### src/verilog/dmem_defs.svh
// ~~~~~~~~~~~~~~~~~~~~~~~~~~~~~~~~~~~~~~~~~~~~~~~~~
// Data memory sizes and APB address field layout
// ~~~~~~~~~~~~~~~~~~~~~~~~~~~~~~~~~~~~~~~~~~~~~~~~~
`ifndef DMEM_DEFS_SVH
`define DMEM_DEFS_SVH

`define DMEM_DATA_W   32   // Data word width
`define DMEM_DEPTH    256  // Number of words in the RAM
`define DMEM_WORD_AW  8    // Word address width, log2 of depth

// paddr = {size code, byte address}
`define DMEM_ADDR_W   10   // Byte address field, low bits of paddr
`define DMEM_SIZE_LSB 10   // Lowest bit of the 3-bit width code
`define DMEM_SIZE_W   3    // Width code field, funct3 style
`define DMEM_PADDR_W  13   // Full APB address width

`endif

### src/verilog/dmem_pkg.sv
// ~~~~~~~~~~~~~~~~~~~~~~~~~~~~~~~~~~~~~~~~~~~~~~~~~
// Shared types: access width code, RAM request
// ~~~~~~~~~~~~~~~~~~~~~~~~~~~~~~~~~~~~~~~~~~~~~~~~~
`default_nettype none

`include "dmem_defs.svh"

package dmem_pkg;

  // Load/store width, same encoding as a RISC-V funct3
  typedef enum logic [`DMEM_SIZE_W-1:0] {
    size_b  = 3'b000,  // Signed byte
    size_h  = 3'b001,  // Signed halfword
    size_w  = 3'b010,  // Word
    size_bu = 3'b100,  // Unsigned byte
    size_hu = 3'b101   // Unsigned halfword
  } access_size_e;
  // 011, 110, 111 are not legal and get refused as misaligned

  // One RAM access, 47 bits
  typedef struct packed {
    logic                       we;         // Write strobe, single cycle
    logic                       re;         // Read strobe, single cycle
    logic [`DMEM_DATA_W/8-1:0]  be;         // Byte lane enables
    logic [`DMEM_WORD_AW-1:0]   word_addr;  // Word index
    logic [`DMEM_DATA_W-1:0]    wdata;      // Lane-steered store data
    logic                       rsvd;       // Spare, kept at zero
  } ram_req_t;

endpackage

`default_nettype wire

### src/verilog/lsu_align.sv
// ~~~~~~~~~~~~~~~~~~~~~~~~~~~~~~~~~~~~~~~~~~~~~~~~~
// Store lane steering, load extract and extend,
// alignment check on the APB address
// ~~~~~~~~~~~~~~~~~~~~~~~~~~~~~~~~~~~~~~~~~~~~~~~~~
`default_nettype none

`include "dmem_defs.svh"

module lsu_align import dmem_pkg::*; (
  input  logic [`DMEM_PADDR_W-1:0]   paddr,
  input  logic [`DMEM_DATA_W-1:0]    pwdata,
  input  logic [`DMEM_DATA_W-1:0]    rd_word,    // Raw word from the RAM
  output logic [`DMEM_DATA_W/8-1:0]  be,
  output logic [`DMEM_WORD_AW-1:0]   word_addr,
  output logic [`DMEM_DATA_W-1:0]    st_data,
  output logic [`DMEM_DATA_W-1:0]    load_data,
  output logic                       misaligned
);

  access_size_e            size;
  logic [1:0]              byte_off;   // Byte within the word
  logic [`DMEM_DATA_W-1:0] lane_data;  // Addressed item moved to bit 0

  // Address field split
  assign size      = access_size_e'(paddr[`DMEM_SIZE_LSB +: `DMEM_SIZE_W]);
  assign byte_off  = paddr[1:0];
  assign word_addr = paddr[`DMEM_ADDR_W-1:2];

  assign lane_data = rd_word >> {byte_off, 3'b000};

  // Alignment and legal code check
  always_comb begin
    case (size)
      size_b, size_bu: misaligned = 1'b0;            // Bytes fit anywhere
      size_h, size_hu: misaligned = byte_off[0];     // Even addresses only
      size_w:          misaligned = byte_off != 2'b00;
      default:         misaligned = 1'b1;            // 011, 110, 111
    endcase
  end

  // Store side: replicate data, pick lanes
  always_comb begin
    case (size)
      size_b, size_bu: begin
        be      = 4'b0001 << byte_off;
        st_data = {4{pwdata[7:0]}};
      end
      size_h, size_hu: begin
        be      = byte_off[1] ? 4'b1100 : 4'b0011;
        st_data = {2{pwdata[15:0]}};
      end
      size_w: begin
        be      = 4'b1111;
        st_data = pwdata;
      end
      default: begin
        be      = 4'b0000;  // Never written, slave holds we low
        st_data = pwdata;
      end
    endcase
  end

  // Load side: sign or zero extension
  always_comb begin
    case (size)
      size_b:  load_data = {{24{lane_data[7]}}, lane_data[7:0]};
      size_bu: load_data = {24'h0, lane_data[7:0]};
      size_h:  load_data = {{16{lane_data[15]}}, lane_data[15:0]};
      size_hu: load_data = {16'h0, lane_data[15:0]};
      default: load_data = rd_word;  // Word, or error response
    endcase
  end

endmodule

`default_nettype wire

### config.mk
export PLATFORM = sky130hd
export DESIGN_NAME = lsu_align
export DESIGN_NICKNAME = d
export VERILOG_FILES = /design/src/verilog/dmem_pkg.sv /design/src/verilog/lsu_align.sv
export VERILOG_INCLUDE_DIRS = /design/src /design/src/verilog
export SDC_FILE = /design/constraint.sdc
export NUM_CORES = 1
export LEC_CHECK = 0
export BUFFER_PORTS_ARGS = -buffer_cell sky130_fd_sc_hd__clkbuf_2
export CELL_PAD_IN_SITES_DETAIL_PLACEMENT = 1
export CELL_PAD_IN_SITES_GLOBAL_PLACEMENT = 1
export CORE_MARGIN = 2
export CORE_UTILIZATION = 24
export DETAILED_ROUTE_END_ITERATION = 8
export PLACE_DENSITY = 0.95
export SETUP_SLACK_MARGIN = 0.02
export SYNTH_ARGS = -nofsm -noshare
export SYNTH_HDL_FRONTEND = slang
export SYNTH_SLANG_ARGS = --single-unit
### constraint.sdc
create_clock -name vclk -period 3.35
set_input_delay 0.67 -clock vclk [all_inputs]
set_output_delay 0.67 -clock vclk [all_outputs]
set_load 0.02 [all_outputs]
; Yosys cells after proc, flatten, opt, wreduce, memory -nomap -nowiden
; Cells that the tools add are included.
; W data, S select, Z words.
[classes]
reduce_logical = 4
eq_ne = 4
shift = 2
n_mul = 0
add_sub_neg = 0
magnitude_cmp = 0
n_div = 0
n_mux = 5
n_bitwise = 0
[ops]
columns = operator, count
row1 = $pmux W32 S4, 1
row2 = $pmux W32 S2, 1
row3 = $shr A32 B5 Y16, 1
row4 = $pmux W4 S3, 1
row5 = $eq A3 B3 Y1 const B, 2
row6 = $mux W4, 1
row7 = $reduce_or A2 Y1, 2
row8 = $shl A1 B2 Y4 const A, 1
row9 = $eq A3 B1 Y1 const B, 1
row10 = $eq A3 B2 Y1 const B, 1
row11 = $logic_not A3 Y1, 1
row12 = $pmux W1 S3, 1
row13 = $reduce_bool A2 Y1, 1
[totals]
latchBits = 0
mem_count = 0
ram_bits = 0
wordCells = 15
mem_bits_ro = 0
input_bits = 77
regBits = 0
output_inout_bits = 77

; Depth between registers and ports, before layout
[logic_depth]
word_depth = 3
mapped_depth = 5

; Least setup slack after synthesis
; OpenSTA, ideal clock, no wires.
[synth_path]
path_kind = in2out
startpoint = in paddr[1]
endpoint = out load_data[15]
required_time_ns = 2.680
t_arrival_ns = 1.833
stages = 4
path_slack_ns = 0.847
path_buffers = 2
cell_sequence = buf_2 > buf_1 > nand3b_1 > a311oi_1
[synth_between]
elab_chain_len = 2
[synth_rtl]
columns = item, line_no
row1 = from (decl), lsu_align.sv:10  ; input logic [`DMEM_PADDR_W-1:0] paddr,
row2 = $shr A32 B5 Y16, lsu_align.sv:29  ; assign lane_data = rd_word >> {byte_off, 3'b000};
row3 = $pmux W32 S4, lsu_align.sv:65  ; case (size)
row4 = to (decl), lsu_align.sv:16  ; output logic [`DMEM_DATA_W-1:0] load_data,
; Every way passes these cells.

; Final worst setup path
[layout_path]
startpoint = in paddr[0]
endpoint = out load_data[27]
; Same word-level chain as after synthesis.

==> flow_metrics.tcl <==
set metrics [dict create \
    multi_input_comb_area_um2 1170 \
    finish.net_count 399 \
    cp-end-kind "output port" \
    synthMuxAreaShare_pct 33.7 \
    globalRouteOverflowTotal 0 \
    track_usage_pct 17.7 \
    slew-limit-headroom_pct 52.8 \
    fraction_of_the_yosys_area_taken_by_sequential_cells_pct 0 \
    seqCellArea_um2 0 \
    cell_type_with_the_largest_total_area_after_synthesis "mux2_2" \
    irDropWorstVdd_uv 78.4 \
    numSequentialCells 0 \
    drt_first_iter_violations 60 \
    fin_ws_ns 0.360 \
    layout.clock_buffers 0 \
    cts_hold_buf 0 \
    critPathKind "primary input to output port" \
    areaGrowthSynthToFinish_pct 43.4 \
    max_cap_violations 0 \
    syn_nets 288 \
    cts_repair_resize_count 0 \
    setup_viol 0 \
    start_util_pct 25.3 \
    report.final.slew_viol_count 0 \
    worst_hold_path_type "primary input to output port" \
    design_area_um2 2020 \
    postLayoutCoreUtil_pct 36.3 \
    hold_violations 0 \
    post-cts-setup-buffers 0 \
    crit_path_max_fanout 16 \
    drive_above_1_share_pct 54.7 \
    outcome "finished clean" \
    die_width_um 80.7 \
    synthesis.area_um2 1410 \
    timing.critical_path.from_type "primary input" \
    netlist_instances 211 \
    first_pass_grt_wire_length_um 9400 \
    fp.dieArea_um2 6500 \
    syn_avg_cell_area_um2 6.68 \
    antennaDiodeCount 0 \
    routed_via_count_divided_by_cell_count 5.04 \
    worstMarginPinSlew_ns 0.707 \
    routabilityCongestion 0.701 \
    finalWorstPathRequiredPeriod_ns 2.99 \
    cellPowerDensity_nw_per_um2 184 \
    pin_count_of_the_biggest_net_entering_global_routing 26 \
    antenna_violating_nets_post_route 0 \
    most_frequent_standard_cell_in_the_layout_excluding_fill_and_tap_cells "clkbuf_2" \
    main_combinational_cell_family_by_area_after_synthesis "multiplexers" \
    num_rows 27 \
    most-common-layout-cells "138 x clkbuf_2, 35 x nand2_1, 33 x o21ai_0" \
    synth.distinct_cells 29 \
    count_of_filler_cells_inserted_in_the_layout 746 \
    placed_area_um2 2020 \
    antenna_found_initial 0 \
    finalCritPeriodShare_pct 89.3 \
    first_global_vias 1921 \
    drt-wirelength-per-cell_um 15.5 \
    cp.required_ns 2.68 \
    fp.coreArea_um2 5570 \
    route.detailed.drc 0 \
    setup_tns_ns 0 \
    vias 1977 \
    yosysTopAreaCellShare_pct 20.8 \
    arrival_time_worst_endpoint_ns 2.32 \
    io_pins 154 \
    grt_setup_unrepaired "no" \
    timing.fmax_mhz 334 \
    drt_wl_total_um 6070 \
    fp.dieH_um 80.7 \
    synth_adder_area_share_pct 0 \
    power_leakage_nw 1.10 \
    pre_cts_slack_ns 0.368 \
    compound_gate_portion_of_the_synthesized_area_pct 26.1 \
    place.detailed.hpwl_um 5130 \
    yosys.area_share.xor_xnor_pct 0 \
    synthSimpleGateAreaFrac_pct 22.9 \
    port_buffers 138 \
    netlist_top_cells_area "mux2_2 21%, o21ai_0 12%, mux2i_1 11%" \
    drt-pass1-iter-count 4 \
    yosysWarningCount 0 \
]
==> cell families after synthesis <==
| group | after synthesis |
|---|---|
| buffers and inverters | 43 |
| multiplexers | 43 |
| AO/OA/AOI/OAI | 58 |
| AND/OR/NAND/NOR | 67 |
==> routing by layer <==
layer | vias to the layer above | track usage [%] | wire (um)
met5 | - | 0 | 0
met4 | 0 | 0.339 | 9
met3 | 2 | 2.92 | 582
met2 | 103 | 35.1 | 3070
met1 | 918 | 20.8 | 2410
li1 | 954 | - | -
==> final cells by class <==
type	count	share of cell area [%]
repair buffers	144	36.4
multi-input cells	168	57.7
well taps	72	4.46
inverters	8	1.49
==> worst max-delay path, stage by stage <==
cell and delay [ns]:
clkbuf_2 0.29, mux2_2 0.39, o221ai_2 0.53, o21ai_0 0.24
clkbuf_2 0.20
==> metrics by stage <==
| stage | hold WS [ns] | power (mW) | std cells |
|---|---|---|---|
| floorplan | 1.45 | 0.248 | 211 |
| detailed placement | 1.34 | 0.373 | 392 |
| global route | 1.34 | 0.404 | 392 |
| CTS | 1.34 | 0.375 | 392 |
| global placement | 1.34 | 0.364 | 392 |
| finish | 1.34 | 0.371 | 392 |
==> worst paths after layout <==
path	to	startpoint	slack [ns]	depth (start not counted)
setup / recovery	load_data[27]	paddr[0]	0.36	5
hold / removal	word_addr[2]	paddr[4]	1.34	0
==> Yosys cell counts (2+ instances only) <==
library cell / count
and3_1: 7
a22oi_1: 7
nor2_1: 4
buf_1: 4
o31ai_1: 2
mux2i_1: 16
clkbuf_1: 4
nand2b_1: 11
mux2_2: 26
nor2b_1: 6
a21oi_1: 3
inv_1: 8
buf_4: 17
buf_2: 9
nand2_1: 35
o221ai_1: 7
o21ai_0: 33
==> power breakdown <==
| group | internal (mW) | switching (mW) |
|---|---|---|
| Sequential | 0 | 0 |
| Combinational | 0.143 | 0.228 |
| Clock | 0 | 0 |
(Power assumes the default switching activity.)
