## config.mk

```make
export PLATFORM = sky130hd
export DESIGN_NAME = apb_dmem_slave
export DESIGN_NICKNAME = d
export VERILOG_FILES = /design/src/verilog/dmem_pkg.sv /design/src/verilog/apb_dmem_slave.sv
export VERILOG_INCLUDE_DIRS = /design/src /design/src/verilog
export SDC_FILE = /design/constraint.sdc
export NUM_CORES = 1
export LEC_CHECK = 0
export BUFFER_PORTS_ARGS = -buffer_cell sky130_fd_sc_hd__buf_2
export CORE_AREA = 4 4 61 63
export DETAILED_ROUTE_END_ITERATION = 7
export DIE_AREA = 0 0 65 67
export HOLD_SLACK_MARGIN = 0.02
export PLACE_DENSITY_LB_ADDON = 0.15
export SYNTH_ARGS = -nofsm -noshare
export SYNTH_HDL_FRONTEND = slang
export SYNTH_SLANG_ARGS = --single-unit
```

## constraint.sdc

```tcl
create_clock -name clk -period 2.5 [get_ports clk]
set_input_delay 0.125 -clock clk [delete_from_list [all_inputs] [get_ports clk]]
set_output_delay 0.125 -clock clk [all_outputs]
set_load 0.005 [all_outputs]
```

## src/verilog/dmem_defs.svh

```systemverilog
// ~~~~~~~~~~~~~~~~~~~~~~~~~~~~~~~~~~~~~~~~~~~~~~~~~
// Data memory sizes and APB address field layout
// ~~~~~~~~~~~~~~~~~~~~~~~~~~~~~~~~~~~~~~~~~~~~~~~~~
`ifndef DMEM_DEFS_SVH
`define DMEM_DEFS_SVH

`define DMEM_DATA_W   32   // Data word width
`define DMEM_DEPTH    256  // Number of words in the RAM
`define DMEM_WORD_AW  8    // Word address width, log2 of depth

// paddr = {size code, byte address}
`define DMEM_ADDR_W   10   // Byte address field, low bits of paddr
`define DMEM_SIZE_LSB 10   // Lowest bit of the 3-bit width code
`define DMEM_SIZE_W   3    // Width code field, funct3 style
`define DMEM_PADDR_W  13   // Full APB address width

`endif

```

## src/verilog/dmem_pkg.sv

```systemverilog
// ~~~~~~~~~~~~~~~~~~~~~~~~~~~~~~~~~~~~~~~~~~~~~~~~~
// Shared types: access width code, RAM request
// ~~~~~~~~~~~~~~~~~~~~~~~~~~~~~~~~~~~~~~~~~~~~~~~~~
`default_nettype none

`include "dmem_defs.svh"

package dmem_pkg;

  // Load/store width, same encoding as a RISC-V funct3
  typedef enum logic [`DMEM_SIZE_W-1:0] {
    size_b  = 3'b000,  // Signed byte
    size_h  = 3'b001,  // Signed halfword
    size_w  = 3'b010,  // Word
    size_bu = 3'b100,  // Unsigned byte
    size_hu = 3'b101   // Unsigned halfword
  } access_size_e;
  // 011, 110, 111 are not legal and get refused as misaligned

  // One RAM access, 47 bits
  typedef struct packed {
    logic                       we;         // Write strobe, single cycle
    logic                       re;         // Read strobe, single cycle
    logic [`DMEM_DATA_W/8-1:0]  be;         // Byte lane enables
    logic [`DMEM_WORD_AW-1:0]   word_addr;  // Word index
    logic [`DMEM_DATA_W-1:0]    wdata;      // Lane-steered store data
    logic                       rsvd;       // Spare, kept at zero
  } ram_req_t;

endpackage

`default_nettype wire

```

## src/verilog/apb_dmem_slave.sv

```systemverilog
// ~~~~~~~~~~~~~~~~~~~~~~~~~~~~~~~~~~~~~~~~~~~~~~~~~
// APB slave for the data memory
// Single-cycle RAM strobes, read wait counter
// ~~~~~~~~~~~~~~~~~~~~~~~~~~~~~~~~~~~~~~~~~~~~~~~~~
`default_nettype none

`include "dmem_defs.svh"

module apb_dmem_slave import dmem_pkg::*; #(
  parameter int OUT_REG = 0  // Must match the RAM instance
) (
  input  logic                       clk,
  input  logic                       rsta,
  // APB control from the master
  input  logic                       psel,
  input  logic                       penable,
  input  logic                       pwrite,
  // Decoded access from the aligner
  input  logic [`DMEM_DATA_W/8-1:0]  be,
  input  logic [`DMEM_WORD_AW-1:0]   word_addr,
  input  logic [`DMEM_DATA_W-1:0]    st_data,
  input  logic                       misaligned,
  input  logic [`DMEM_DATA_W-1:0]    load_data,
  // To the RAM
  output ram_req_t                   ram_req,
  // APB response
  output logic [`DMEM_DATA_W-1:0]    prdata,
  output logic                       pready,
  output logic                       pslverr
);

  // Read needs OUT_REG+1 wait states before pready
  localparam logic [1:0] RD_WAITS = 2'(OUT_REG + 1);

  logic       access;     // Access phase, psel and penable both high
  logic       in_acc;     // Access phase already past its first cycle
  logic       first_acc;  // First cycle of the access phase
  logic [1:0] wait_cnt;   // Wait states inserted so far
  logic       rd_done;

  assign access    = psel & penable;
  assign first_acc = access & ~in_acc;
  assign rd_done   = in_acc & ~pwrite & (wait_cnt == RD_WAITS);

  // Writes and errors finish at once, reads wait for the RAM pipe
  assign pready  = (first_acc & (pwrite | misaligned)) | rd_done;
  assign pslverr = first_acc & misaligned;  // Refused, memory untouched
  assign prdata  = load_data;

  // Only one strobe per transfer, in the first access cycle
  always_comb begin
    ram_req.we        = first_acc & pwrite & ~misaligned;
    ram_req.re        = first_acc & ~pwrite & ~misaligned;
    ram_req.be        = be;
    ram_req.word_addr = word_addr;
    ram_req.wdata     = st_data;
    ram_req.rsvd      = 1'b0;
  end

  // Access phase tracking, held until pready closes the transfer
  always_ff @(posedge clk) begin
    if (rsta) begin
      in_acc <= 1'b0;
    end else begin
      in_acc <= access & ~pready;
    end
  end

  // Count wait states, cleared at the end of each transfer
  always_ff @(posedge clk) begin
    if (rsta) begin
      wait_cnt <= '0;
    end else if (access & ~pready) begin
      wait_cnt <= wait_cnt + 2'd1;
    end else begin
      wait_cnt <= '0;
    end
  end

endmodule

`default_nettype wire

```

# Word-level counts from Yosys, hierarchy flattened
# Cells that the tools add are included.
[word_totals]
in_bits = 82
wordCells = 23
out_inout_bits = 81
reg_bits = 3
[op_classes]
bitwise_logic = 18
add_sub_neg = 1
eq_ne = 1
n_reduce_logical = 1
[op_table]
columns = ["operator", "count"]
rows = [
  ["$and A1 B1 Y1", 11],
  ["$not A1 Y1", 5],
  ["$add A2 B1 Y2 const B", 1],
  ["$eq A2 B1 Y1 const B", 1],
  ["$or A1 B1 Y1", 2],
  ["$reduce_or A2 Y1", 1],
]

# Logic depth before layout (Yosys ltp)
[depth]
word_depth = 8
mapped_depth = 5
mapped_depth_nobuf = 5

# Least setup slack after synthesis
# OpenSTA, ideal clock, no wires.
[synth_path]
path_type = "register to register"
from = "reg wait_cnt[1]"
to = "reg wait_cnt[1]"
arrival_time_ns = 0.796
synth_period_minus_slack_ns = 0.888
stages_incl_launch_ff = 4
slack_ns = 1.612
t_required_ns = 2.408
setup_ns = 0.092
n_path_buf = 0
path_cell_list = "dfxtp_1 inv_1 ha_1 nor4_1"
[synth_between]
elab_chain_cells = 7
elab_cells_between_ends = 8
classes_between = "add/sub: 1; eq/ne: 1; bitwise: 5; reduce/logical: 1"
[synth_lines]
columns = ["item", "line_no", "text"]
rows = [
  ["start, declared", "apb_dmem_slave.sv:38", "logic [1:0] wait_cnt;"],
  ["start signal, assigned", "apb_dmem_slave.sv:74", "wait_cnt <= wait_cnt + 2'd1;"],
  ["$eq A2 B1 Y1", "apb_dmem_slave.sv:43", "assign rd_done = in_acc & ~pwrite & (wait_cnt == RD_WAITS);"],
  ["$and A1 B1 Y1", "apb_dmem_slave.sv:43", ""],
  ["$or A1 B1 Y1", "apb_dmem_slave.sv:46", "assign pready = (first_acc & (pwrite | misaligned)) | rd_done;"],
  ["$not A1 Y1", "apb_dmem_slave.sv:73", "end else if (access & ~pready) begin"],
  ["$and A1 B1 Y1", "apb_dmem_slave.sv:73", ""],
  ["$not A1 Y1 (no source line)", "n/a", ""],
  ["$reduce_or A2 Y1 (no source line)", "n/a", ""],
]
# Parallel ways exist; a longest one is shown, timed or not.
# A chain may end at the register's enable or synchronous reset.

# Worst setup path in the final report
[layout_path]
from = "reg wait_cnt[0]"
to = "out pready"
[layout_between]
elab_chain_cells = 3
[layout_lines]
columns = ["item", "line_no", "text"]
rows = [
  ["$eq A2 B1 Y1", "apb_dmem_slave.sv:43", ""],
  ["$and A1 B1 Y1", "apb_dmem_slave.sv:43", ""],
  ["$or A1 B1 Y1", "apb_dmem_slave.sv:46", ""],
  ["end, declared", "apb_dmem_slave.sv:28", "output logic pready,"],
]
# Every way passes these cells.

==> flow_summary.html <==
<table>
<tr><th>Metric</th><th>Value</th></tr>
<tr><th colspan="2">Run status</th></tr>
<tr><td>Outcome</td><td>finished, final reports clean</td></tr>
<tr><th colspan="2">Clocking</th></tr>
<tr><td>Worst skew pair latency</td><td>between 0.2 and 0.25 ns</td></tr>
<tr><td>Root Buffer</td><td>sky130_fd_sc_hd__clkbuf_4</td></tr>
<tr><td>TritonCTS clock tree</td><td>built</td></tr>
<tr><td>Number of buffers inserted during clock tree synthesis</td><td>3</td></tr>
<tr><td>Post-CTS resize count</td><td>0</td></tr>
<tr><td>Hold-fix buffers, CTS</td><td>0</td></tr>
<tr><td>Number of buffers added for setup after CTS</td><td>0</td></tr>
<tr><td>Number of clock sinks seen by CTS</td><td>3</td></tr>
<tr><td>Buffer depth of the longest clock path</td><td>2</td></tr>
<tr><td>Register clock-pin slew on the reported worst setup and hold paths</td><td>0.04 ns</td></tr>
<tr><td>Number of H-tree branching levels</td><td>1</td></tr>
<tr><th colspan="2">Layout</th></tr>
<tr><td>Summed area of non-filler cells in the final layout</td><td>between 200 and 300 µm²</td></tr>
<tr><td>Layout net count</td><td>115</td></tr>
<tr><td>Sequential Area</td><td>60.1 µm²</td></tr>
<tr><td>Antenna cell count</td><td>0</td></tr>
<tr><td>Area used by multi-input combinational logic</td><td>93.8 µm²</td></tr>
<tr><td>Share of final-layout standard cells stronger than drive strength 1</td><td>0.387</td></tr>
<tr><td>Area growth from synthesis to final layout</td><td>-61.1%</td></tr>
<tr><td>Layout filler cell count</td><td>380</td></tr>
<tr><th colspan="2">GRT</th></tr>
<tr><td>Via count of the first global-routing pass</td><td>303</td></tr>
<tr><td>GRT Util Overall</td><td>0.0484</td></tr>
<tr><td>GRT Residual Overflow</td><td>0</td></tr>
<tr><td>Global-route wire length before repair</td><td>1490 µm</td></tr>
<tr><td>Number of antenna violations at the first check in global routing</td><td>0</td></tr>
<tr><td>Largest net degree at the start of global routing</td><td>7</td></tr>
<tr><th colspan="2">STA</th></tr>
<tr><td>Final TNS setup</td><td>0 ns</td></tr>
<tr><td>Unrepaired setup endpoints after global routing</td><td>no</td></tr>
<tr><td>Hold_ws</td><td>0.110 ns</td></tr>
<tr><td>Maximum operating frequency</td><td>826 MHz</td></tr>
<tr><td>Clock period minus final worst setup slack</td><td>approximately 1.2 ns</td></tr>
<tr><td>Number of max-slew violations in the final report</td><td>0</td></tr>
<tr><td>Final period util</td><td>0.484</td></tr>
<tr><td>Count of endpoints failing setup in the final report</td><td>0</td></tr>
<tr><td>Fin Clk Skew</td><td>0.00173 ns</td></tr>
<tr><td>Final Hold Violating Endpoints</td><td>0</td></tr>
<tr><th colspan="2">Drt</th></tr>
<tr><td>DRC violation count after routing</td><td>0</td></tr>
<tr><td>Routed Antenna Nets</td><td>0</td></tr>
<tr><td>TritonRoute pass-1 iters</td><td>2</td></tr>
<tr><td>DRC marker count from the first detailed-route iteration</td><td>17</td></tr>
<tr><td>Number of vias in the routed layout</td><td>approximately 290</td></tr>
<tr><td>Routed Wire Length</td><td>1100 µm</td></tr>
<tr><td>Detail-routed via count per cell</td><td>3.74</td></tr>
<tr><td>Per-cell routed wire length</td><td>14.3 µm</td></tr>
<tr><th colspan="2">Floorplan</th></tr>
<tr><td>Starting density of the core</td><td>0.228</td></tr>
<tr><td>Die height</td><td>67 µm</td></tr>
<tr><td>Num rows</td><td>21</td></tr>
<tr><td>Die outline area</td><td>4360 µm²</td></tr>
<tr><td>I/O pin cnt</td><td>163</td></tr>
<tr><td>Placeable core region</td><td>3230 µm²</td></tr>
<tr><td>Die width</td><td>65 µm</td></tr>
<tr><th colspan="2">Yosys</th></tr>
<tr><td>Share of the yosys chip area belonging to registers</td><td>0.0816</td></tr>
<tr><td>Post-synthesis cell count</td><td>95</td></tr>
<tr><td>Post-synthesis instance area</td><td>736 µm²</td></tr>
<tr><td>Avg Synthesized Cell Area</td><td>between 7 and 8 µm²</td></tr>
<tr><td>Main combinational cell family by area after synthesis</td><td>buffers and inverters</td></tr>
<tr><td>Synthesized-area fraction occupied by adder cells</td><td>0.0170</td></tr>
<tr><td>Area fraction in and, or, nand and nor cells after synthesis</td><td>0.0748</td></tr>
<tr><td>Post-synthesis share of cell area spent on xor and xnor gates</td><td>0</td></tr>
<tr><td>Flip-flop and latch count after synthesis</td><td>3</td></tr>
<tr><td>Unique cell type count in the Yosys netlist</td><td>14</td></tr>
<tr><td>Share of the synthesized area in compound gates (AO/OA/AOI/OAI)</td><td>0.0170</td></tr>
<tr><td>Total of warnings raised by yosys</td><td>0</td></tr>
<tr><td>Mux contribution to synthesized area</td><td>0.0136</td></tr>
<tr><td>Syn_nets</td><td>178</td></tr>
<tr><th colspan="2">Worst setup path</th></tr>
<tr><td>Class of the most critical setup path</td><td>reg -&gt; out</td></tr>
<tr><td>Library cell contributing the largest single delay on the critical path</td><td>sky130_fd_sc_hd__dfxtp_1</td></tr>
<tr><td>Setup crit start kind</td><td>flop</td></tr>
<tr><td>Max incr delay on CP</td><td>0.33 ns</td></tr>
<tr><td>Critical path endpoint category</td><td>output port</td></tr>
<tr><td>Critical path data arrival time</td><td>roughly 1.1 ns</td></tr>
<tr><td>Worst path cell trace</td><td>ha_1 &gt; nand2b_1 &gt; mux2i_1 &gt; buf_2</td></tr>
<tr><td>Maximum fanout count along the critical path</td><td>2</td></tr>
<tr><td>Critical path data required time</td><td>2.38 ns</td></tr>
<tr><th colspan="2">Pwr</th></tr>
<tr><td>Standby leakage power</td><td>0.103 nW</td></tr>
<tr><td>Power density relative to cell area</td><td>529 nW/µm²</td></tr>
<tr><td>Maximum VDD drop</td><td>0.206 mV</td></tr>
<tr><td>Sum of internal, switching and leakage power</td><td>around 0.15 mW</td></tr>
<tr><th colspan="2">Placed design</th></tr>
<tr><td>Weighted congestion reported at the end of routability-driven placement</td><td>0.658</td></tr>
<tr><td>Placement Cell Area</td><td>260 µm²</td></tr>
<tr><td>Input/output buffers</td><td>9</td></tr>
<tr><td>Sum of net half-perimeters after detailed placement</td><td>871 µm</td></tr>
<tr><th colspan="2">Worst hold path</th></tr>
<tr><td>Worst min-delay path category</td><td>in -&gt; reg</td></tr>
<tr><th colspan="2">Run</th></tr>
<tr><td>Max-capacitance violation count</td><td>0</td></tr>
</table>
==> state kept, by name (all words and copies together) (netlist names) <==
register and cells:
wait_cnt 2, in_acc 1
==> cells in the mapped netlist <==
cell	count	area share
sky130_fd_sc_hd__inv_1	1	0.0051
sky130_fd_sc_hd__nand2b_1	1	0.0085
sky130_fd_sc_hd__dfxtp_1	3	0.082
sky130_fd_sc_hd__conb_1	1	0.0051
sky130_fd_sc_hd__o211ai_1	1	0.010
sky130_fd_sc_hd__ha_1	1	0.017
sky130_fd_sc_hd__nor4b_1	1	0.012
sky130_fd_sc_hd__nor4_1	3	0.026
sky130_fd_sc_hd__a21oi_1	1	0.0068
sky130_fd_sc_hd__nor3_1	2	0.014
sky130_fd_sc_hd__buf_4	77	0.79
sky130_fd_sc_hd__nor3b_1	1	0.010
sky130_fd_sc_hd__mux2i_1	1	0.014
sky130_fd_sc_hd__nand2_1	1	0.0051
==> layout make-up <==
class                      count  area share
clock buffer                   4      0.0917
inverter                       1      0.0131
multi-input combinational     14       0.328
sequential                     3       0.210
tap                           46       0.201
timing repair buffer           9       0.157
==> report_power, final <==
group,internal [mW],switching [mW],total [mW]
combinational,0.00748,0.00929,0.0168
sequential,0.0488,0.000709,0.0495
clock,0.0598,0.0254,0.0852
total,0.116,0.0354,0.152
==> routing by layer <==
metal,up-vias,share of wire,GRT usage
met4,0,0.16,0.100
li1,95,-,-
met3,34,0.29,0.0691
met5,-,0,0
met1,103,0.27,0.0279
met2,56,0.28,0.0383
==> path summary, 6_finish.rpt <==
kind            endpoint         from  slack, ns  depth (start not counted)
max               pready  wait_cnt[0]       1.29                          4
min          wait_cnt[1]         rsta       0.11                          2
max reg2reg  wait_cnt[0]  wait_cnt[0]       1.45                          4
min reg2reg  wait_cnt[0]  wait_cnt[0]       0.43                          1
==> worst max-delay path, delay by kind of cell (launching register included) <==
family | cells | cell delay, ns
adders and majority gates | 1 | 0.17
buffers and inverters | 1 | 0.14
DFF | 1 | 0.33
muxes | 1 | 0.15
and+or+nand+nor | 1 | 0.08
==> logic make-up after synthesis <==
family,Yosys count
AO/OA/AOI/OAI,2
adder cells (fa/ha/maj),1
buffers and inverters,78
flip-flops,3
multiplexers,1
other,1
AND/OR/NAND/NOR,9
==> through the flow <==
stage,setup WS (ns),util,instances
after floorplan,1.61,-,95
after global placement,1.50,0.0805,73
after detailed placement,1.46,0.0805,73
after CTS,1.27,0.0887,77
after global routing,1.18,0.0887,77
final,1.29,0.0887,77
==> cells in the final DEF (no fill, tap or decap) <==
| cell type | synthesis | final |
|---|---|---|
| sky130_fd_sc_hd__nor4_1 | 3 | 3 |
| sky130_fd_sc_hd__clkbuf_1 | 0 | 1 |
| sky130_fd_sc_hd__a21oi_1 | 1 | 1 |
| sky130_fd_sc_hd__ha_1 | 1 | 1 |
| sky130_fd_sc_hd__conb_1 | 1 | 1 |
| sky130_fd_sc_hd__nand2_1 | 1 | 1 |
| sky130_fd_sc_hd__buf_2 | 0 | 9 |
| sky130_fd_sc_hd__inv_1 | 1 | 1 |
| sky130_fd_sc_hd__o211ai_1 | 1 | 1 |
| sky130_fd_sc_hd__clkbuf_4 | 0 | 3 |
| sky130_fd_sc_hd__nor3b_1 | 1 | 1 |
| sky130_fd_sc_hd__dfxtp_1 | 3 | 3 |
| sky130_fd_sc_hd__nor3_1 | 2 | 2 |
| sky130_fd_sc_hd__mux2i_1 | 1 | 1 |
| sky130_fd_sc_hd__nor4b_1 | 1 | 1 |
| sky130_fd_sc_hd__nand2b_1 | 1 | 1 |
No activity file was read; power rests on OpenSTA's default activity.
